**src/sdram_front_pkg.sv**
```systemverilog
package sdram_front_pkg;

    localparam int addr_w      = 24;
    localparam int data_w      = 16;
    localparam int line_words  = 4;
    localparam int block_words = 16;
    localparam int burst_w     = 5;

    typedef struct packed {
        logic [21:0] tag;                  // line number
        logic [1:0]  index;                // word within line
    } line_view_t;

    typedef struct packed {
        logic [19:0] block;                // block number
        logic [3:0]  offset;               // word within block
    } block_view_t;

    // one address word, seen as a cache line or as a stream block
    typedef union packed {
        line_view_t  line_view;
        block_view_t block_view;
    } addr_u;

    typedef struct packed {
        logic               rd_req;
        logic               wr_req;
        logic [addr_w-1:0]  addr;
        logic [burst_w-1:0] burst_len;
    } mem_cmd_t;

    typedef struct packed {
        logic              rd_ack;
        logic              wr_ack;
        logic [data_w-1:0] rdata;
    } mem_rsp_t;

    typedef struct packed {
        logic              valid;
        logic [1:0]        index;
        logic [data_w-1:0] data;
    } fill_beat_t;

endpackage
```
**src/sdram_front.sv**
```systemverilog
`timescale 1ns/1ps

module sdram_front (
    input  logic                               clk,
    input  logic                               sys_rst_n,
    input  logic [sdram_front_pkg::addr_w-1:0] address,
    input  logic [sdram_front_pkg::data_w-1:0] data_in,
    output logic [sdram_front_pkg::data_w-1:0] data_out,
    input  logic                               read_req,
    output logic                               read_ack,
    input  logic                               write_req,
    output logic                               write_ack,
    input  logic                               write_latch_address,
    input  logic                               write_en,
    output logic [sdram_front_pkg::addr_w-1:0] write_address,
    output sdram_front_pkg::mem_cmd_t          mem_cmd,
    output logic [sdram_front_pkg::data_w-1:0] mem_wdata,
    input  sdram_front_pkg::mem_rsp_t          mem_rsp
);
    import sdram_front_pkg::*;

    logic                         fill_req;
    addr_u                        fill_addr;
    fill_beat_t                   fill_beat;
    logic                         fill_done;
    logic                         flush_req;
    addr_u                        flush_addr;
    logic [$clog2(block_words)-1:0] flush_index;
    logic [data_w-1:0]            flush_word;
    logic                         flush_done;
    logic                         beat_clear;
    logic                         beat_step;
    logic [burst_w-1:0]           beat_len;
    logic [burst_w-1:0]           beat_idx;
    logic                         beat_last;

    read_line_cache u_cache (
        .clk       (clk),
        .sys_rst_n (sys_rst_n),
        .address   (address),
        .read_req  (read_req),
        .write_req (write_req),
        .write_en  (write_en),
        .read_ack  (read_ack),
        .data_out  (data_out),
        .fill_req  (fill_req),
        .fill_addr (fill_addr),
        .fill_beat (fill_beat),
        .fill_done (fill_done)
    );

    stream_write_buffer u_stream (
        .clk                 (clk),
        .sys_rst_n           (sys_rst_n),
        .address             (address),
        .data_in             (data_in),
        .write_en            (write_en),
        .write_latch_address (write_latch_address),
        .write_address       (write_address),
        .flush_req           (flush_req),
        .flush_addr          (flush_addr),
        .flush_index         (flush_index),
        .flush_word          (flush_word),
        .flush_done          (flush_done)
    );

    burst_arbiter u_arb (
        .clk         (clk),
        .sys_rst_n   (sys_rst_n),
        .address     (address),
        .data_in     (data_in),
        .write_req   (write_req),
        .write_ack   (write_ack),
        .fill_req    (fill_req),
        .fill_addr   (fill_addr),
        .fill_beat   (fill_beat),
        .fill_done   (fill_done),
        .flush_req   (flush_req),
        .flush_addr  (flush_addr),
        .flush_index (flush_index),
        .flush_word  (flush_word),
        .flush_done  (flush_done),
        .mem_cmd     (mem_cmd),
        .mem_wdata   (mem_wdata),
        .mem_rsp     (mem_rsp),
        .beat_clear  (beat_clear),
        .beat_step   (beat_step),
        .beat_len    (beat_len),
        .beat_idx    (beat_idx),
        .beat_last   (beat_last)
    );

    beat_counter u_beats (
        .clk        (clk),
        .sys_rst_n  (sys_rst_n),
        .beat_clear (beat_clear),
        .beat_step  (beat_step),
        .beat_len   (beat_len),
        .beat_idx   (beat_idx),
        .beat_last  (beat_last)
    );

endmodule

```
**src/burst_arbiter.sv**
```systemverilog
`timescale 1ns/1ps

module burst_arbiter (
    input  logic                                clk,
    input  logic                                sys_rst_n,
    input  logic [sdram_front_pkg::addr_w-1:0]  address,
    input  logic [sdram_front_pkg::data_w-1:0]  data_in,
    input  logic                                write_req,
    output logic                                write_ack,
    input  logic                                fill_req,
    input  sdram_front_pkg::addr_u              fill_addr,
    output sdram_front_pkg::fill_beat_t         fill_beat,
    output logic                                fill_done,
    input  logic                                flush_req,
    input  sdram_front_pkg::addr_u              flush_addr,
    output logic [$clog2(sdram_front_pkg::block_words)-1:0] flush_index,
    input  logic [sdram_front_pkg::data_w-1:0]  flush_word,
    output logic                                flush_done,
    output sdram_front_pkg::mem_cmd_t           mem_cmd,
    output logic [sdram_front_pkg::data_w-1:0]  mem_wdata,
    input  sdram_front_pkg::mem_rsp_t           mem_rsp,
    output logic                                beat_clear,
    output logic                                beat_step,
    output logic [sdram_front_pkg::burst_w-1:0] beat_len,
    input  logic [sdram_front_pkg::burst_w-1:0] beat_idx,
    input  logic                                beat_last
);
    import sdram_front_pkg::*;

    typedef enum logic [2:0] {
        st_idle,
        st_fill,
        st_single,
        st_block,
        st_finish
    } state_t;

    state_t state;
    logic   write_req_d;
    logic   write_pend;                            // single write waiting

    assign beat_clear  = (state == st_idle);
    assign beat_len    = mem_cmd.burst_len;
    assign flush_index = beat_idx[$clog2(block_words)-1:0];

    always_comb begin
        case (state)
            st_fill:            beat_step = mem_rsp.rd_ack;
            st_single, st_block: beat_step = mem_rsp.wr_ack;
            default:            beat_step = 1'b0;
        endcase
    end

    // read data goes straight to the cache
    always_comb begin
        fill_beat.valid = (state == st_fill) && mem_rsp.rd_ack;
        fill_beat.index = beat_idx[$clog2(line_words)-1:0];
        fill_beat.data  = mem_rsp.rdata;
    end

    // word k is presented the cycle after ack k
    always_ff @(posedge clk) begin
        if (state == st_single && mem_rsp.wr_ack) begin
            mem_wdata <= data_in;
        end else if (state == st_block && mem_rsp.wr_ack) begin
            mem_wdata <= flush_word;
        end
    end

    always_ff @(posedge clk or negedge sys_rst_n) begin
        if (!sys_rst_n) begin
            state       <= st_idle;
            mem_cmd     <= '0;
            fill_done   <= 1'b0;
            write_ack   <= 1'b0;
            flush_done  <= 1'b0;
            write_req_d <= 1'b0;
            write_pend  <= 1'b0;
        end else begin
            write_req_d <= write_req;
            fill_done   <= 1'b0;
            write_ack   <= 1'b0;
            flush_done  <= 1'b0;
            if (write_req && !write_req_d) begin
                write_pend <= 1'b1;
            end else if (write_ack) begin
                write_pend <= 1'b0;
            end
            case (state)
                st_idle: begin
                    if (fill_req) begin                  // reads first
                        mem_cmd.rd_req    <= 1'b1;
                        mem_cmd.addr      <= fill_addr;
                        mem_cmd.burst_len <= burst_w'(line_words);
                        state             <= st_fill;
                    end else if (write_pend) begin
                        mem_cmd.wr_req    <= 1'b1;
                        mem_cmd.addr      <= address;
                        mem_cmd.burst_len <= burst_w'(1);
                        state             <= st_single;
                    end else if (flush_req) begin
                        mem_cmd.wr_req    <= 1'b1;
                        mem_cmd.addr      <= flush_addr;
                        mem_cmd.burst_len <= burst_w'(block_words);
                        state             <= st_block;
                    end
                end
                st_fill: begin
                    if (beat_last) begin
                        mem_cmd.rd_req <= 1'b0;
                        fill_done      <= 1'b1;
                        state          <= st_finish;
                    end
                end
                st_single: begin
                    if (beat_last) begin
                        mem_cmd.wr_req <= 1'b0;
                        write_ack      <= 1'b1;
                        state          <= st_finish;
                    end
                end
                st_block: begin
                    if (beat_last) begin
                        mem_cmd.wr_req <= 1'b0;
                        flush_done     <= 1'b1;
                        state          <= st_finish;
                    end
                end
                st_finish: state <= st_idle;             // requester drops here
                default:   state <= st_idle;
            endcase
        end
    end

endmodule

```
**src/stream_write_buffer.sv**
```systemverilog
`timescale 1ns/1ps

module stream_write_buffer (
    input  logic                                     clk,
    input  logic                                     sys_rst_n,
    input  logic [sdram_front_pkg::addr_w-1:0]       address,
    input  logic [sdram_front_pkg::data_w-1:0]       data_in,
    input  logic                                     write_en,
    input  logic                                     write_latch_address,
    output logic [sdram_front_pkg::addr_w-1:0]       write_address,
    output logic                                     flush_req,
    output sdram_front_pkg::addr_u                   flush_addr,
    input  logic [$clog2(sdram_front_pkg::block_words)-1:0] flush_index,
    output logic [sdram_front_pkg::data_w-1:0]       flush_word,
    input  logic                                     flush_done
);
    import sdram_front_pkg::*;

    localparam int off_w = $clog2(block_words);

    logic [data_w-1:0] front_buf [block_words];
    logic [data_w-1:0] back_buf  [block_words];
    logic [addr_w-1:0] wr_ptr;
    addr_u             cur_addr;
    logic              block_end;

    // latch overrides the running pointer
    assign cur_addr      = write_latch_address ? address : wr_ptr;
    assign block_end     = write_en && (cur_addr.block_view.offset == off_w'(block_words - 1));
    assign write_address = wr_ptr;
    assign flush_word    = back_buf[flush_index];

    always_ff @(posedge clk or negedge sys_rst_n) begin
        if (!sys_rst_n) begin
            wr_ptr <= '0;
        end else if (write_en) begin
            wr_ptr <= cur_addr + 1'b1;
        end
    end

    always_ff @(posedge clk) begin
        if (write_en) begin
            front_buf[cur_addr.block_view.offset] <= data_in;
        end
        if (block_end) begin
            // last word goes straight to the back buffer
            for (int i = 0; i < block_words - 1; i++) begin
                back_buf[i] <= front_buf[i];
            end
            back_buf[block_words-1] <= data_in;
            flush_addr.block_view.block  <= cur_addr.block_view.block;
            flush_addr.block_view.offset <= '0;
        end
    end

    always_ff @(posedge clk or negedge sys_rst_n) begin
        if (!sys_rst_n) begin
            flush_req <= 1'b0;
        end else if (block_end) begin
            flush_req <= 1'b1;
        end else if (flush_done) begin
            flush_req <= 1'b0;                   // block written out
        end
    end

endmodule

```
**src/read_line_cache.sv**
```systemverilog
`timescale 1ns/1ps

module read_line_cache (
    input  logic                               clk,
    input  logic                               sys_rst_n,
    input  sdram_front_pkg::addr_u             address,
    input  logic                               read_req,
    input  logic                               write_req,
    input  logic                               write_en,
    output logic                               read_ack,
    output logic [sdram_front_pkg::data_w-1:0] data_out,
    output logic                               fill_req,
    output sdram_front_pkg::addr_u             fill_addr,
    input  sdram_front_pkg::fill_beat_t        fill_beat,
    input  logic                               fill_done
);
    import sdram_front_pkg::*;

    logic [data_w-1:0] line_buf [line_words];
    logic [21:0]       line_tag;
    logic              line_valid;
    logic              read_req_d;
    logic              read_rise;
    logic              hit;

    assign read_rise = read_req && !read_req_d;
    assign hit       = line_valid && (line_tag == address.line_view.tag);

    // fill beats land by word index
    always_ff @(posedge clk) begin
        if (fill_beat.valid) begin
            line_buf[fill_beat.index] <= fill_beat.data;
        end
    end

    always_ff @(posedge clk) begin
        if (read_rise && !hit) begin
            fill_addr.line_view.tag   <= address.line_view.tag;
            fill_addr.line_view.index <= 2'b00;       // line aligned
        end
        if (fill_done) begin
            line_tag <= fill_addr.line_view.tag;
        end
    end

    always_ff @(posedge clk or negedge sys_rst_n) begin
        if (!sys_rst_n) begin
            read_req_d <= 1'b0;
            read_ack   <= 1'b0;
            data_out   <= '0;
            fill_req   <= 1'b0;
            line_valid <= 1'b0;
        end else begin
            read_req_d <= read_req;
            if (read_rise) begin
                if (hit) begin
                    read_ack <= 1'b1;                // answered from the line
                    data_out <= line_buf[address.line_view.index];
                end else begin
                    fill_req   <= 1'b1;
                    line_valid <= 1'b0;
                end
            end else if (fill_done) begin
                fill_req   <= 1'b0;
                line_valid <= 1'b1;
                read_ack   <= 1'b1;
                data_out   <= line_buf[address.line_view.index];
            end else if (!read_req) begin
                read_ack <= 1'b0;
                data_out <= '0;
            end
            // any write may touch the cached line
            if (write_req || write_en) begin
                line_valid <= 1'b0;
            end
        end
    end

endmodule

```
**src/beat_counter.sv**
```systemverilog
`timescale 1ns/1ps

module beat_counter (
    input  logic                                clk,
    input  logic                                sys_rst_n,
    input  logic                                beat_clear,
    input  logic                                beat_step,
    input  logic [sdram_front_pkg::burst_w-1:0] beat_len,
    output logic [sdram_front_pkg::burst_w-1:0] beat_idx,
    output logic                                beat_last
);
    import sdram_front_pkg::*;

    always_ff @(posedge clk or negedge sys_rst_n) begin
        if (!sys_rst_n) begin
            beat_idx <= '0;
        end else if (beat_clear) begin
            beat_idx <= '0;                      // restart for next burst
        end else if (beat_step) begin
            beat_idx <= beat_idx + burst_w'(1);
        end
    end

    // high in the cycle of the final ack
    assign beat_last = beat_step && (beat_idx == beat_len - burst_w'(1));

endmodule

```
**config.mk**
```make
export PLATFORM = sky130hd
export DESIGN_NAME = sdram_front
export DESIGN_NICKNAME = d
export VERILOG_FILES = /design/src/sdram_front_pkg.sv /design/src/sdram_front.sv /design/src/burst_arbiter.sv /design/src/stream_write_buffer.sv /design/src/read_line_cache.sv /design/src/beat_counter.sv
export SDC_FILE = /design/constraint.sdc
export NUM_CORES = 1
export LEC_CHECK = 0
export BUFFER_PORTS_ARGS = -buffer_cell sky130_fd_sc_hd__buf_2
export CORE_MARGIN = 2
export CORE_UTILIZATION = 55
export CTS_CLUSTER_SIZE = 12
export DETAILED_ROUTE_END_ITERATION = 8
export GPL_TIMING_DRIVEN = 0
export PLACE_DENSITY = 0.82
export SYNTH_ARGS = -nofsm -noshare
export SYNTH_HDL_FRONTEND = slang
export SYNTH_SLANG_ARGS = --single-unit
```
**constraint.sdc**
```tcl
create_clock -name clk -period 37.8 [get_ports clk]
set_input_delay 3.78 -clock clk [delete_from_list [all_inputs] [get_ports clk]]
set_output_delay 3.78 -clock clk [all_outputs]
set_load 0.02 [all_outputs]
```
==> metrics, run 1 <==
outcome complete, no violations; die area 50,800 um2; later-pin clock latency in the skew report between 0.6 and 0.7 ns; Final ANT Viol Nets 0; Final period util approximately a fifth; max-slew violations 0; Post-CTS Hold Buffers 0; number of synthesized flops with an enable pin 640; # placed instances 2,150; Port-buffer cells between 100 and 150; Chip Height 225 um; Nets 1,676; Syn Inst Count between 1,000 and 1,500; setup violators final 0; worst slew pin tran 1.30 ns; final wirelength roughly 59,000 um; initial antenna violation count 4; Fmax about 130 MHz; root buffer cell clkbuf_16; CTS tree built; Routed WL per cell ~26 um; CP Launch Type input port; Layout Cells excl Fill roughly 2,300; CTS Buf Count 73; number of global-route vias before repair between 10,000 and 15,000; post-CTS setup repair buffer count 0; most common cell after layout, fill and taps aside edfxtp_1; area grow syn2layout 15.4%; Die Wd approximately 230 um; worst setup skew after layout ~0.019 ns; Setup TNS Final 0 ns; FF-to-FF setup slack 34.21 ns; yosys warns 0; Max Cap Violations 0; post-CTS sizing 0; synthesized cell area around 27,000 um2; GRT Overall Usage 23.7%; WP data required 38.09 ns; Hold Vio Cnt, Final 0; Starting Density a little under three fifths; First-pass DRT Iterations 7; crit path max fanout 37; htree depth 3; site row count 81; first-pass GRT wire length 86,900 um; DRT iter0 DRCs 1,423; via count ~14,000; num ports 153; largest net degree at the start of global routing 70; clock transition at the registers of the reported paths about 0.060 ns; FF-to-FF Start u_arb.state[1]$_DFFE_PN0P_; Hold Crit Class reg2reg; dpl ws 29.74 ns; most frequent cells in the layout edfxtp_1 (640), buf_2 (164), mux4_2 (96); global route total overflow 0; crit path kind in2reg; #FFs+latches synth between 700 and 800; async set or reset register ratio after synthesis between 10% and 20%; core footprint approximately 50,000 um2; PwrDens approximately 65 nW/um2; critical path capture point type register; Synth cell types 59; Leak 10.9 nW; share of layout cells above drive strength 1 a little over a quarter; Hold Startpoint u_stream.front_buf[11][6]$_DFFE_PP_; RSZ-0062 raised after global routing false; CP startpoint write_latch_address; syn avg cell area roughly 20 um2; Slew headroom between 10% and 20%; dpl hpwl approximately 36,000 um; Critical Path AT just under 8 ns; gpl congestion between 0.8 and 0.9; final critical-path required period 7.46 ns; post-layout worst setup margin ~30 ns; routed vias/inst 5.99; Clock Path Buffers 3; Peak supply drop around 0.054 mV; register area share after synthesis approximately four fifths; top_reg_cell synth edfxtp_1; # clock sinks roughly 730; # DRC 0
cell type report:
| class | count | area (um2) |
|---|---|---|
| Timing Repair Buffer | 168 | 1190 |
| Antenna cell | 1 | 2.50 |
| Tap cell | 622 | 778 |
| Inverter | 48 | 180 |
| Sequential cell | 727 | 21400 |
| Fill cell | 3122 | 17500 |
| Clock buffer | 103 | 1970 |
| Clock inverter | 12 | 154 |
| Multi-Input combinational cell | 527 | 5190 |
| Buffer | 58 | 272 |
cell families after synthesis:
kind of cell / after synthesis / share of synthesized area [%]
AOI/OAI and AO/OA: 121 / 2.90
xor gates and xnor gates: 46 / 1.49
adders and majority gates: 9 / 0.418
buffers and inverters: 106 / 1.67
DFF: 727 / 79.3
muxes: 167 / 10.8
other: 1 / 0.0139
and+or+nand+nor: 182 / 3.33
where the power goes:
part	switching, mW	internal (mW)
registers	0.0287	0.942
logic	0.225	0.154
clock network	0.286	0.376
total	0.540	1.47
per-stage QoR:
stage / total power [mW] / hold WS [ns] / cell area (um2) / utilization (%)
after CTS: 2.02 / 0.412 / 31100 / 64.0
final: 2.01 / 0.408 / 31100 / 64.0
after global routing: 2.08 / 0.418 / 31100 / 64.0
after global placement: 1.34 / 0.400 / 28500 / 58.5
after detailed placement: 1.36 / 0.405 / 29000 / 59.6
after floorplan: 1.23 / 0.400 / 27000 / -
synthesized netlist by cell type (2+ instances only):
cell type,count,area (um2)
and2_1,11,68.8
mux2_2,38,428
edfxtp_1,640,19200
o2bb2ai_1,16,140
dfrtp_1,87,2180
nand2_1,58,218
nand3_1,15,75.1
a2bb2oi_1,2,17.5
buf_4,2,15.0
buf_2,19,95.1
o21ai_0,41,205
ha_1,9,113
nor4_2,2,25.0
buf_6,3,33.8
o22ai_1,7,43.8
nand3b_1,2,15.0
inv_1,48,180
mux2i_1,32,320
a21oi_1,33,165
nand4_1,8,50.1
nor4_1,6,37.5
xor2_1,19,166
clkbuf_1,25,93.8
a21o_1,4,30.0
nor2_1,56,210
mux4_2,96,2160
nand2b_1,3,18.8
and3_1,3,18.8
nand4b_1,2,17.5
nor3_1,3,15.0
buf_1,9,33.8
xnor2_1,27,236
nor2b_1,4,25.0
a32oi_1,2,17.5
a22o_1,3,26.3
state kept, by name, summed over array words and instances, names as in the netlist, 5 cells and up:
| signal | count |
|---|---|
| u_stream.back_buf | 256 |
| u_stream.front_buf | 240 |
| u_cache.line_buf | 64 |
| u_arb.mem_cmd | 26 |
| u_stream.write_address | 24 |
| u_cache.fill_addr | 22 |
| u_cache.line_tag | 22 |
| u_stream.flush_addr | 20 |
| u_arb.mem_wdata | 16 |
| u_cache.data_out | 16 |
| u_beats.beat_idx | 5 |
layer usage:
| metal | global-route usage, % | routed length, um | share of wire (%) |
|---|---|---|---|
| met5 | 0 | 39 | 0.066 |
| met2 | 40.1 | 29700 | 50 |
| met3 | 5.37 | 5190 | 8.8 |
| met4 | 7.65 | 1640 | 2.8 |
| met1 | 30.8 | 22300 | 38 |
critical path, stage by stage:
cell,delay [ns]
buf_2,0.24
buf_2,0.30
buf_2,0.29
clkbuf_1,0.42
a21oi_1,0.21
inv_1,0.12
ha_1,0.27
nand2_1,0.27
nor2_4,0.57
buf_16,0.24
buf_12,0.23
buf_12,0.25
buf_12,0.26
buf_12,0.25
path summary, 6_finish.rpt:
kind,end,cells past startpoint
max,u_stream.back_buf[6][2]$_DFFE_PP_,14
min,u_stream.back_buf[11][6]$_DFFE_PP_,0
max reg2reg,u_arb.mem_wdata[14]$_DFFE_PP_,7
min reg2reg,u_stream.back_buf[11][6]$_DFFE_PP_,0
max in group asynchronous,u_stream.write_address[17]$_DFFE_PN0P_,2
min in group asynchronous,u_cache.data_out[5]$_DFFE_PN0P_,1
No activity file was read; power rests on OpenSTA's default activity.
==> run 2, diff against run 1 <==
ABC_AREA = 1   (was default)
PLACE_DENSITY = 0.85   (was 0.82)
clock period = 6.15 ns   (was 37.8 ns; I/O delays follow)
==> metrics, run 2 <==
outcome complete, no violations; First-pass DRT Iterations 9 (+2); htree depth 3 (unchanged); register share of total power 46.0% (-2.2 points); crit path max fanout 40 (+8.1%); Peak supply drop 0.236 mV (+330%); gpl congestion 0.945 (+12%); most common cell after layout, fill and taps aside edfxtp_1; share of layout cells above drive strength 1 14.8% (-12 points); Largest regs u_stream.back_buf: 256 flops, u_stream.front_buf: 240 flops, u_cache.line_buf: 64 flops; Routed WL per cell 25.1 um (-3.4%); slowest cell on the critical path nor2_4; Syn Inst Count 2,128 (+57%); Clock Path Buffers 3 (unchanged); hold_ws 0.0191 ns (-0.389 ns); critical path capture point type register; Slew headroom 14.3% (+0.74 points); core footprint 50,100 um2 (+2.9%); clock transition at the registers of the reported paths 0.06 ns (about the same); setup violators final 0 (unchanged); final critical-path required period 3.13 ns; initial antenna violation count 4 (unchanged); Critical Path AT 3.43 ns (-4.32 ns); Nets 2,446 (+46%); top post-synthesis cells by count edfxtp_1 (640), nand2_1 (418), nor2_1 (312); top_reg_cell synth edfxtp_1; Final ANT Viol Nets 0 (unchanged); later-pin clock latency in the skew report 0.62 ns (about the same); most frequent cell after synthesis edfxtp_1; Comb pwr share 21.8% (+2.9 points); largest net degree at the start of global routing 48 (-31%); via count 18,600 (+37%); worst slew pin tran 1.28 ns (-0.0158 ns); #FFs+latches synth 727 (unchanged); Final period util between 50% and 60%; worst-path cell chain inv_1 -> o21ai_2 -> ha_1 -> nand2_1 -> nor2_4 -> buf_12 -> buf_12 -> buf_12; Largest Register u_stream.back_buf; die area 52,400 um2 (+3.0%); dpl hpwl 50,400 um (+39%); site row count 82 (+1.2%); cell-internal power 8.62 mW (+490%); RSZ-0062 raised after global routing false; area grow syn2layout 14.7%; crit path kind reg2reg; GRT Overall Usage 29.5% (+5.8 points); Post-CTS Hold Buffers 0 (unchanged); clock network power share 32.2% (-0.7 points); most frequent cells in the layout edfxtp_1 (640), nand2_1 (418), nor2_1 (295); synthesized cell area 27,800 um2 (+3.1%); top post-synthesis cells by area edfxtp_1 (69%), dfrtp_1 (7.8%), nand2_1 (5.6%); fillers 3,448 (+10%); CTS tree built; post-CTS sizing 0 (unchanged); syn avg cell area 13.1 um2 (-34%); Starting Density 55.5% (+0.088 points); total power 12.7 mW (+530%); Hold Crit Class in2async; Chip Height 229 um (+1.5%); register area share after synthesis 77.0% (-2.4 points); global route total overflow 0 (unchanged); Port-buffer cells 148 (+1.4%); num ports 153 (unchanged); max incr delay on CP 0.70 ns (+0.13 ns); # DRC 0 (unchanged); crit-path most repeated cell buf_12; Switching Fraction 31.9% (+5.0 points); routed vias/inst 6.04 (+0.80%); DRT iter0 DRCs 2,983 (+110%); CTS Buf Count 73 (unchanged); yosys warns 0 (unchanged); # clock sinks 727 (unchanged); Fmax ~320 MHz; Net Switching 4.04 mW (+650%); worst setup skew after layout 0.0231 ns (+0.00439 ns); final wirelength 77,300 um (+31%); max-slew violations 0 (unchanged); post-CTS setup repair buffer count 0 (unchanged); WP data required 6.45 ns (-31.64 ns); CP Launch Type register; number of synthesized flops with an enable pin 640 (unchanged); async set or reset register ratio after synthesis 12.0% (unchanged); PwrDens 397 nW/um2 (+510%); Leak 11.8 nW (+7.9%); Max Cap Violations 0 (unchanged); Synth cell types 41 (-31%); Hold Vio Cnt, Final 0 (unchanged); max FFs per register 256 (unchanged); Die Wd 229 um (+1.5%); Synth top area share 69.1% (-2.1 points); first-pass GRT wire length 113,000 um (+31%); largest area contributor in the netlist edfxtp_1; root buffer cell clkbuf_16; number of global-route vias before repair 18,200 (+30%)
run 2: cell types whose count changed after synthesis, sizes merged, moves of 16 or more:
cell | previous run | this run
mux4 | 96 | 0
o211ai | 0 | 25
nor2 | 56 | 326
inv | 48 | 99
nand2 | 58 | 435
mux2 | 39 | 0
o2bb2ai | 16 | 0
xnor2 | 27 | 4
o21ai | 42 | 170
clkbuf | 25 | 46
o22ai | 7 | 26
nand3 | 16 | 109
mux2i | 32 | 0
run 2: power groups by stage:
stage / clock network, mW / registers [mW] / logic (mW)
global placement: 0 / 5.90 / 2.43
CTS: 4.09 / 5.81 / 2.62
floorplan: 0 / 6.06 / 1.28
finish: 4.08 / 5.82 / 2.76
detailed placement: 0 / 5.91 / 2.55
global route: 4.27 / 5.83 / 2.88
run 2: routing by layer:
| layer | track usage, % | wire length (um) |
|---|---|---|
| met5 | 0 | 13 |
| met4 | 15.1 | 4150 |
| met3 | 8.32 | 10500 |
| met2 | 44.7 | 34600 |
| met1 | 39.5 | 28000 |
run 2: through the flow:
stage,instance area [um2],worst slack (ns),utilization [%],TNS (ns),instances
floorplan,27800,0.212,-,0,2129
finish,31900,3.02,63.7,0,3079
CTS,31900,3.10,63.6,0,3077
global route,31900,2.90,63.7,0,3079
global placement,29400,-1.37,58.7,-374.63,2949
detailed placement,29800,2.70,59.4,0,2969
run 2: layout make-up:
class / instances / area [um2] / share of cell area (%)
multi-input cells: 1207 / 5600 / 17.6
plain buffers: 92 / 463 / 1.45
diodes: 1 / 2.50 / 0.00785
repair buffers: 169 / 1080 / 3.40
clock buffers: 96 / 1930 / 6.06
inverters: 103 / 389 / 1.22
clock inverters: 12 / 164 / 0.514
flip-flops and latches: 727 / 21400 / 67.1
well taps: 672 / 841 / 2.64
run 2: critical path, delay by kind of cell (launching register included):
kind	cells	cell delay, ns
flops	1	0.43
compound gates	1	0.22
simple gates	2	1.02
fa+ha+maj	1	0.26
buf+inv	4	0.85
run 2: worst paths after layout:
path                                                        from                                      to  slack [ns]  cells past startpoint
max                        u_stream.write_address[1]$_DFFE_PN0P_       u_stream.back_buf[9][5]$_DFFE_PP_        3.02                      8
min                                                    sys_rst_n  u_stream.write_address[19]$_DFFE_PN0P_        0.02                      1
max reg2reg                u_stream.write_address[1]$_DFFE_PN0P_       u_stream.back_buf[9][5]$_DFFE_PP_        3.02                      8
min reg2reg                  u_stream.front_buf[10][3]$_DFFE_PP_      u_stream.back_buf[10][3]$_DFFE_PP_        0.41                      0
max in group asynchronous                              sys_rst_n         u_beats.beat_idx[3]$_DFFE_PN0P_        5.46                      2
min in group clk                                        read_req            u_cache.read_req_d$_DFF_PN0_        0.14                      1
run 2: cells by family after synthesis:
family | count (synthesis) | synth area share, %
simple gates | 881 | 12.8
flops | 727 | 77.0
compound gates | 307 | 6.45
buf+inv | 195 | 3.07
fa+ha+maj | 9 | 0.405
xor+xnor | 8 | 0.252
other cells | 1 | 0.0135
==> run 3, diff against run 2 <==
clock period = 2.7 ns   (was 6.15 ns; I/O delays follow)
==> metrics, run 3 (synthesized netlist as in run 2, its figures left out) <==
outcome finished, violations left; failing checks negative setup slack; largest net degree at the start of global routing 49 (+2.1%); final instance area 32,500 um2 (+2.0%); worst slew pin tran 1.11 ns (-0.172 ns); Leak 12.0 nW (+2.2%); Port-buffer cells 148 (unchanged); WP data required 3.11 ns (-3.34 ns); max-slew violations 0 (unchanged); RSZ-0062 raised after global routing true; Max Cap Violations 0 (unchanged); Nets 2,489 (+1.8%); setup violators final 2 (+2); most frequent cells in the layout edfxtp_1 (640), nand2_1 (416), nor2_1 (292); final wirelength 78,600 um (+1.6%); Chip Height 229 um (unchanged); gpl congestion 0.930 (-1.5%); Fmax 366 MHz (+15%); max FFs per register 256 (unchanged); Final period util 101% (+50 points); core footprint 50,100 um2 (unchanged); Largest Register u_stream.back_buf; FF-to-FF setup slack -0.03 ns (-3.05 ns); # DRC 0 (unchanged); Hold Crit Class in2reg; CTS Buf Count 75 (+2.7%); DRT iter0 DRCs 3,129 (+4.9%); number of global-route vias before repair 18,700 (+2.9%); later-pin clock latency in the skew report 0.63 ns (about the same); # clock sinks 727 (unchanged); GRT Overall Usage 29.9% (+0.32 points); Routed WL per cell 25.1 um (-0.20%); area grow syn2layout 17.0%; num ports 153 (unchanged); Critical Path AT 3.14 ns (-0.29 ns); root buffer cell clkbuf_16; dpl hpwl 51,000 um (+1.2%); Starting Density 55.5% (unchanged); RR Endpoint u_arb.mem_wdata[4]$_DFFE_PP_; Worst R2R Path Depth 7 (-1); crit path kind reg2reg; PwrDens 896 nW/um2 (+130%); Hold Startpoint write_en; Final ANT Viol Nets 0 (unchanged); die area 52,400 um2 (unchanged); post-layout worst setup margin -0.0314 ns (-3.05 ns); CP Launch Type register; share of layout cells above drive strength 1 15.3% (+0.52 points); hold depth 3; clock transition at the registers of the reported paths 0.06 ns (about the same); fillers 3,412 (-1.0%); crit path max fanout 10 (-75%); first-pass GRT wire length 115,000 um (+1.8%); Setup TNS Final -0.0409 ns (-0.0409 ns); most common cell after layout, fill and taps aside edfxtp_1; critical path capture point type register; hold path endpoint u_stream.write_address[8]$_DFFE_PN0P_; Clock Path Buffers 3 (unchanged); Peak supply drop 0.572 mV (+140%); post-layout util 64.9% (+1.3 points); CTS tree built; Largest regs u_stream.back_buf: 256 flops, u_stream.front_buf: 240 flops, u_cache.line_buf: 64 flops; FF-to-FF Start u_beats.beat_idx[1]$_DFFE_PN0P_; post-placement cell area 29,800 um2 (+0.26%); Die Wd 229 um (unchanged); htree depth 3 (unchanged); global route total overflow 0 (unchanged); routed vias/inst 6.07 (+0.47%); initial antenna violation count 2 (-2); hold_ws 0.0770 ns (+0.0579 ns); Slew headroom 26.1% (+12 points); worst setup skew after layout 0.0226 ns (-0.000508 ns); final critical-path required period 2.73 ns (-0.402 ns); site row count 82 (unchanged); Hold Vio Cnt, Final 0 (unchanged); First-pass DRT Iterations 8 (-1); total power 29.1 mW (+130%); via count 19,000 (+2.3%)
[run 3: cell count changes in the layout (fill, tap and decap cells not counted), moves of 3 or more]
cell,before,now
clkbuf_1,67,61
dfrtp_2,0,4
clkbuf_16,73,77
dfrtp_1,87,83
dlygate4sd3_1,0,41
buf_8,6,10
buf_6,11,7
nor2_1,295,292
clkinv_1,6,16
clkbuf_2,0,4
[run 3: stage by stage]
step,worst slack (ns),cells
after CTS,0.0285,3134
after detailed placement,-0.483,2970
after floorplan,-2.70,2129
after global placement,-4.27,2949
after global routing,-0.0155,3135
final,-0.0314,3135
[run 3: power by group]
part,internal (mW),leakage (nW),switching [mW]
sequential,12.9,6.83,0.329
clock,5.37,1.08,4.25
combinational,1.60,4.10,4.67
[run 3: layer usage]
metal / global-route usage [%] / up-vias / wire [um]
met2: 46.7 / 1567 / 36300
met3: 7.44 / 287 / 9910
li1: - / 8064 / -
met5: 0 / - / 0
met1: 39.2 / 9114 / 28300
met4: 15.2 / 0 / 4090
[run 3: final cells by class]
cell class	instances	area (um2)	share of cell area, %
Antenna cell	2	5.00	0.0154
Buffer	91	473	1.45
Clock buffer	98	2020	6.20
Clock inverter	24	214	0.658
Inverter	103	390	1.20
Multi-Input combinational cell	1207	5660	17.4
Sequential cell	727	21400	65.8
Tap cell	672	841	2.59
Timing Repair Buffer	211	1520	4.68
[run 3: worst max-delay path, cell delays in order, from the launching register on]
cell and delay, ns:
dfrtp_1 0.37, buf_2 0.32, buf_2 0.35, buf_2 0.32, o21ai_0 0.12, o21ai_0 0.46, o211ai_1 0.23, a21oi_1 0.35
[run 3: worst max-delay path by stage]
stage	from	to	slack (ns)
after global routing	u_beats.beat_idx[0]$_DFFE_PN0P_	u_arb.mem_wdata[6]$_DFFE_PP_	-0.02
final	u_beats.beat_idx[1]$_DFFE_PN0P_	u_arb.mem_wdata[4]$_DFFE_PP_	-0.03
after floorplan	u_stream.write_address[1]$_DFFE_PN0P_	u_stream.back_buf[0][0]$_DFFE_PP_	-2.70
after CTS	u_beats.beat_idx[0]$_DFFE_PN0P_	u_arb.mem_wdata[9]$_DFFE_PP_	0.03
after global placement	address[0]	u_stream.back_buf[8][7]$_DFFE_PP_	-4.27
after detailed placement	u_beats.beat_idx[1]$_DFFE_PN0P_	u_cache.line_buf[1][4]$_DFFE_PP_	-0.48
[run 3: timing repair]
| action | 4_1_cts | 5_1_grt |
|---|---|---|
| setup buffers | 1 | 0 |
| hold buffers | 41 | 0 |
| pin swaps | 1 | 1 |
| endpoints found under the setup margin | 110 | 21 |
| resized for setup | 6 | 11 |
| endpoints found under the hold margin | 137 | 0 |
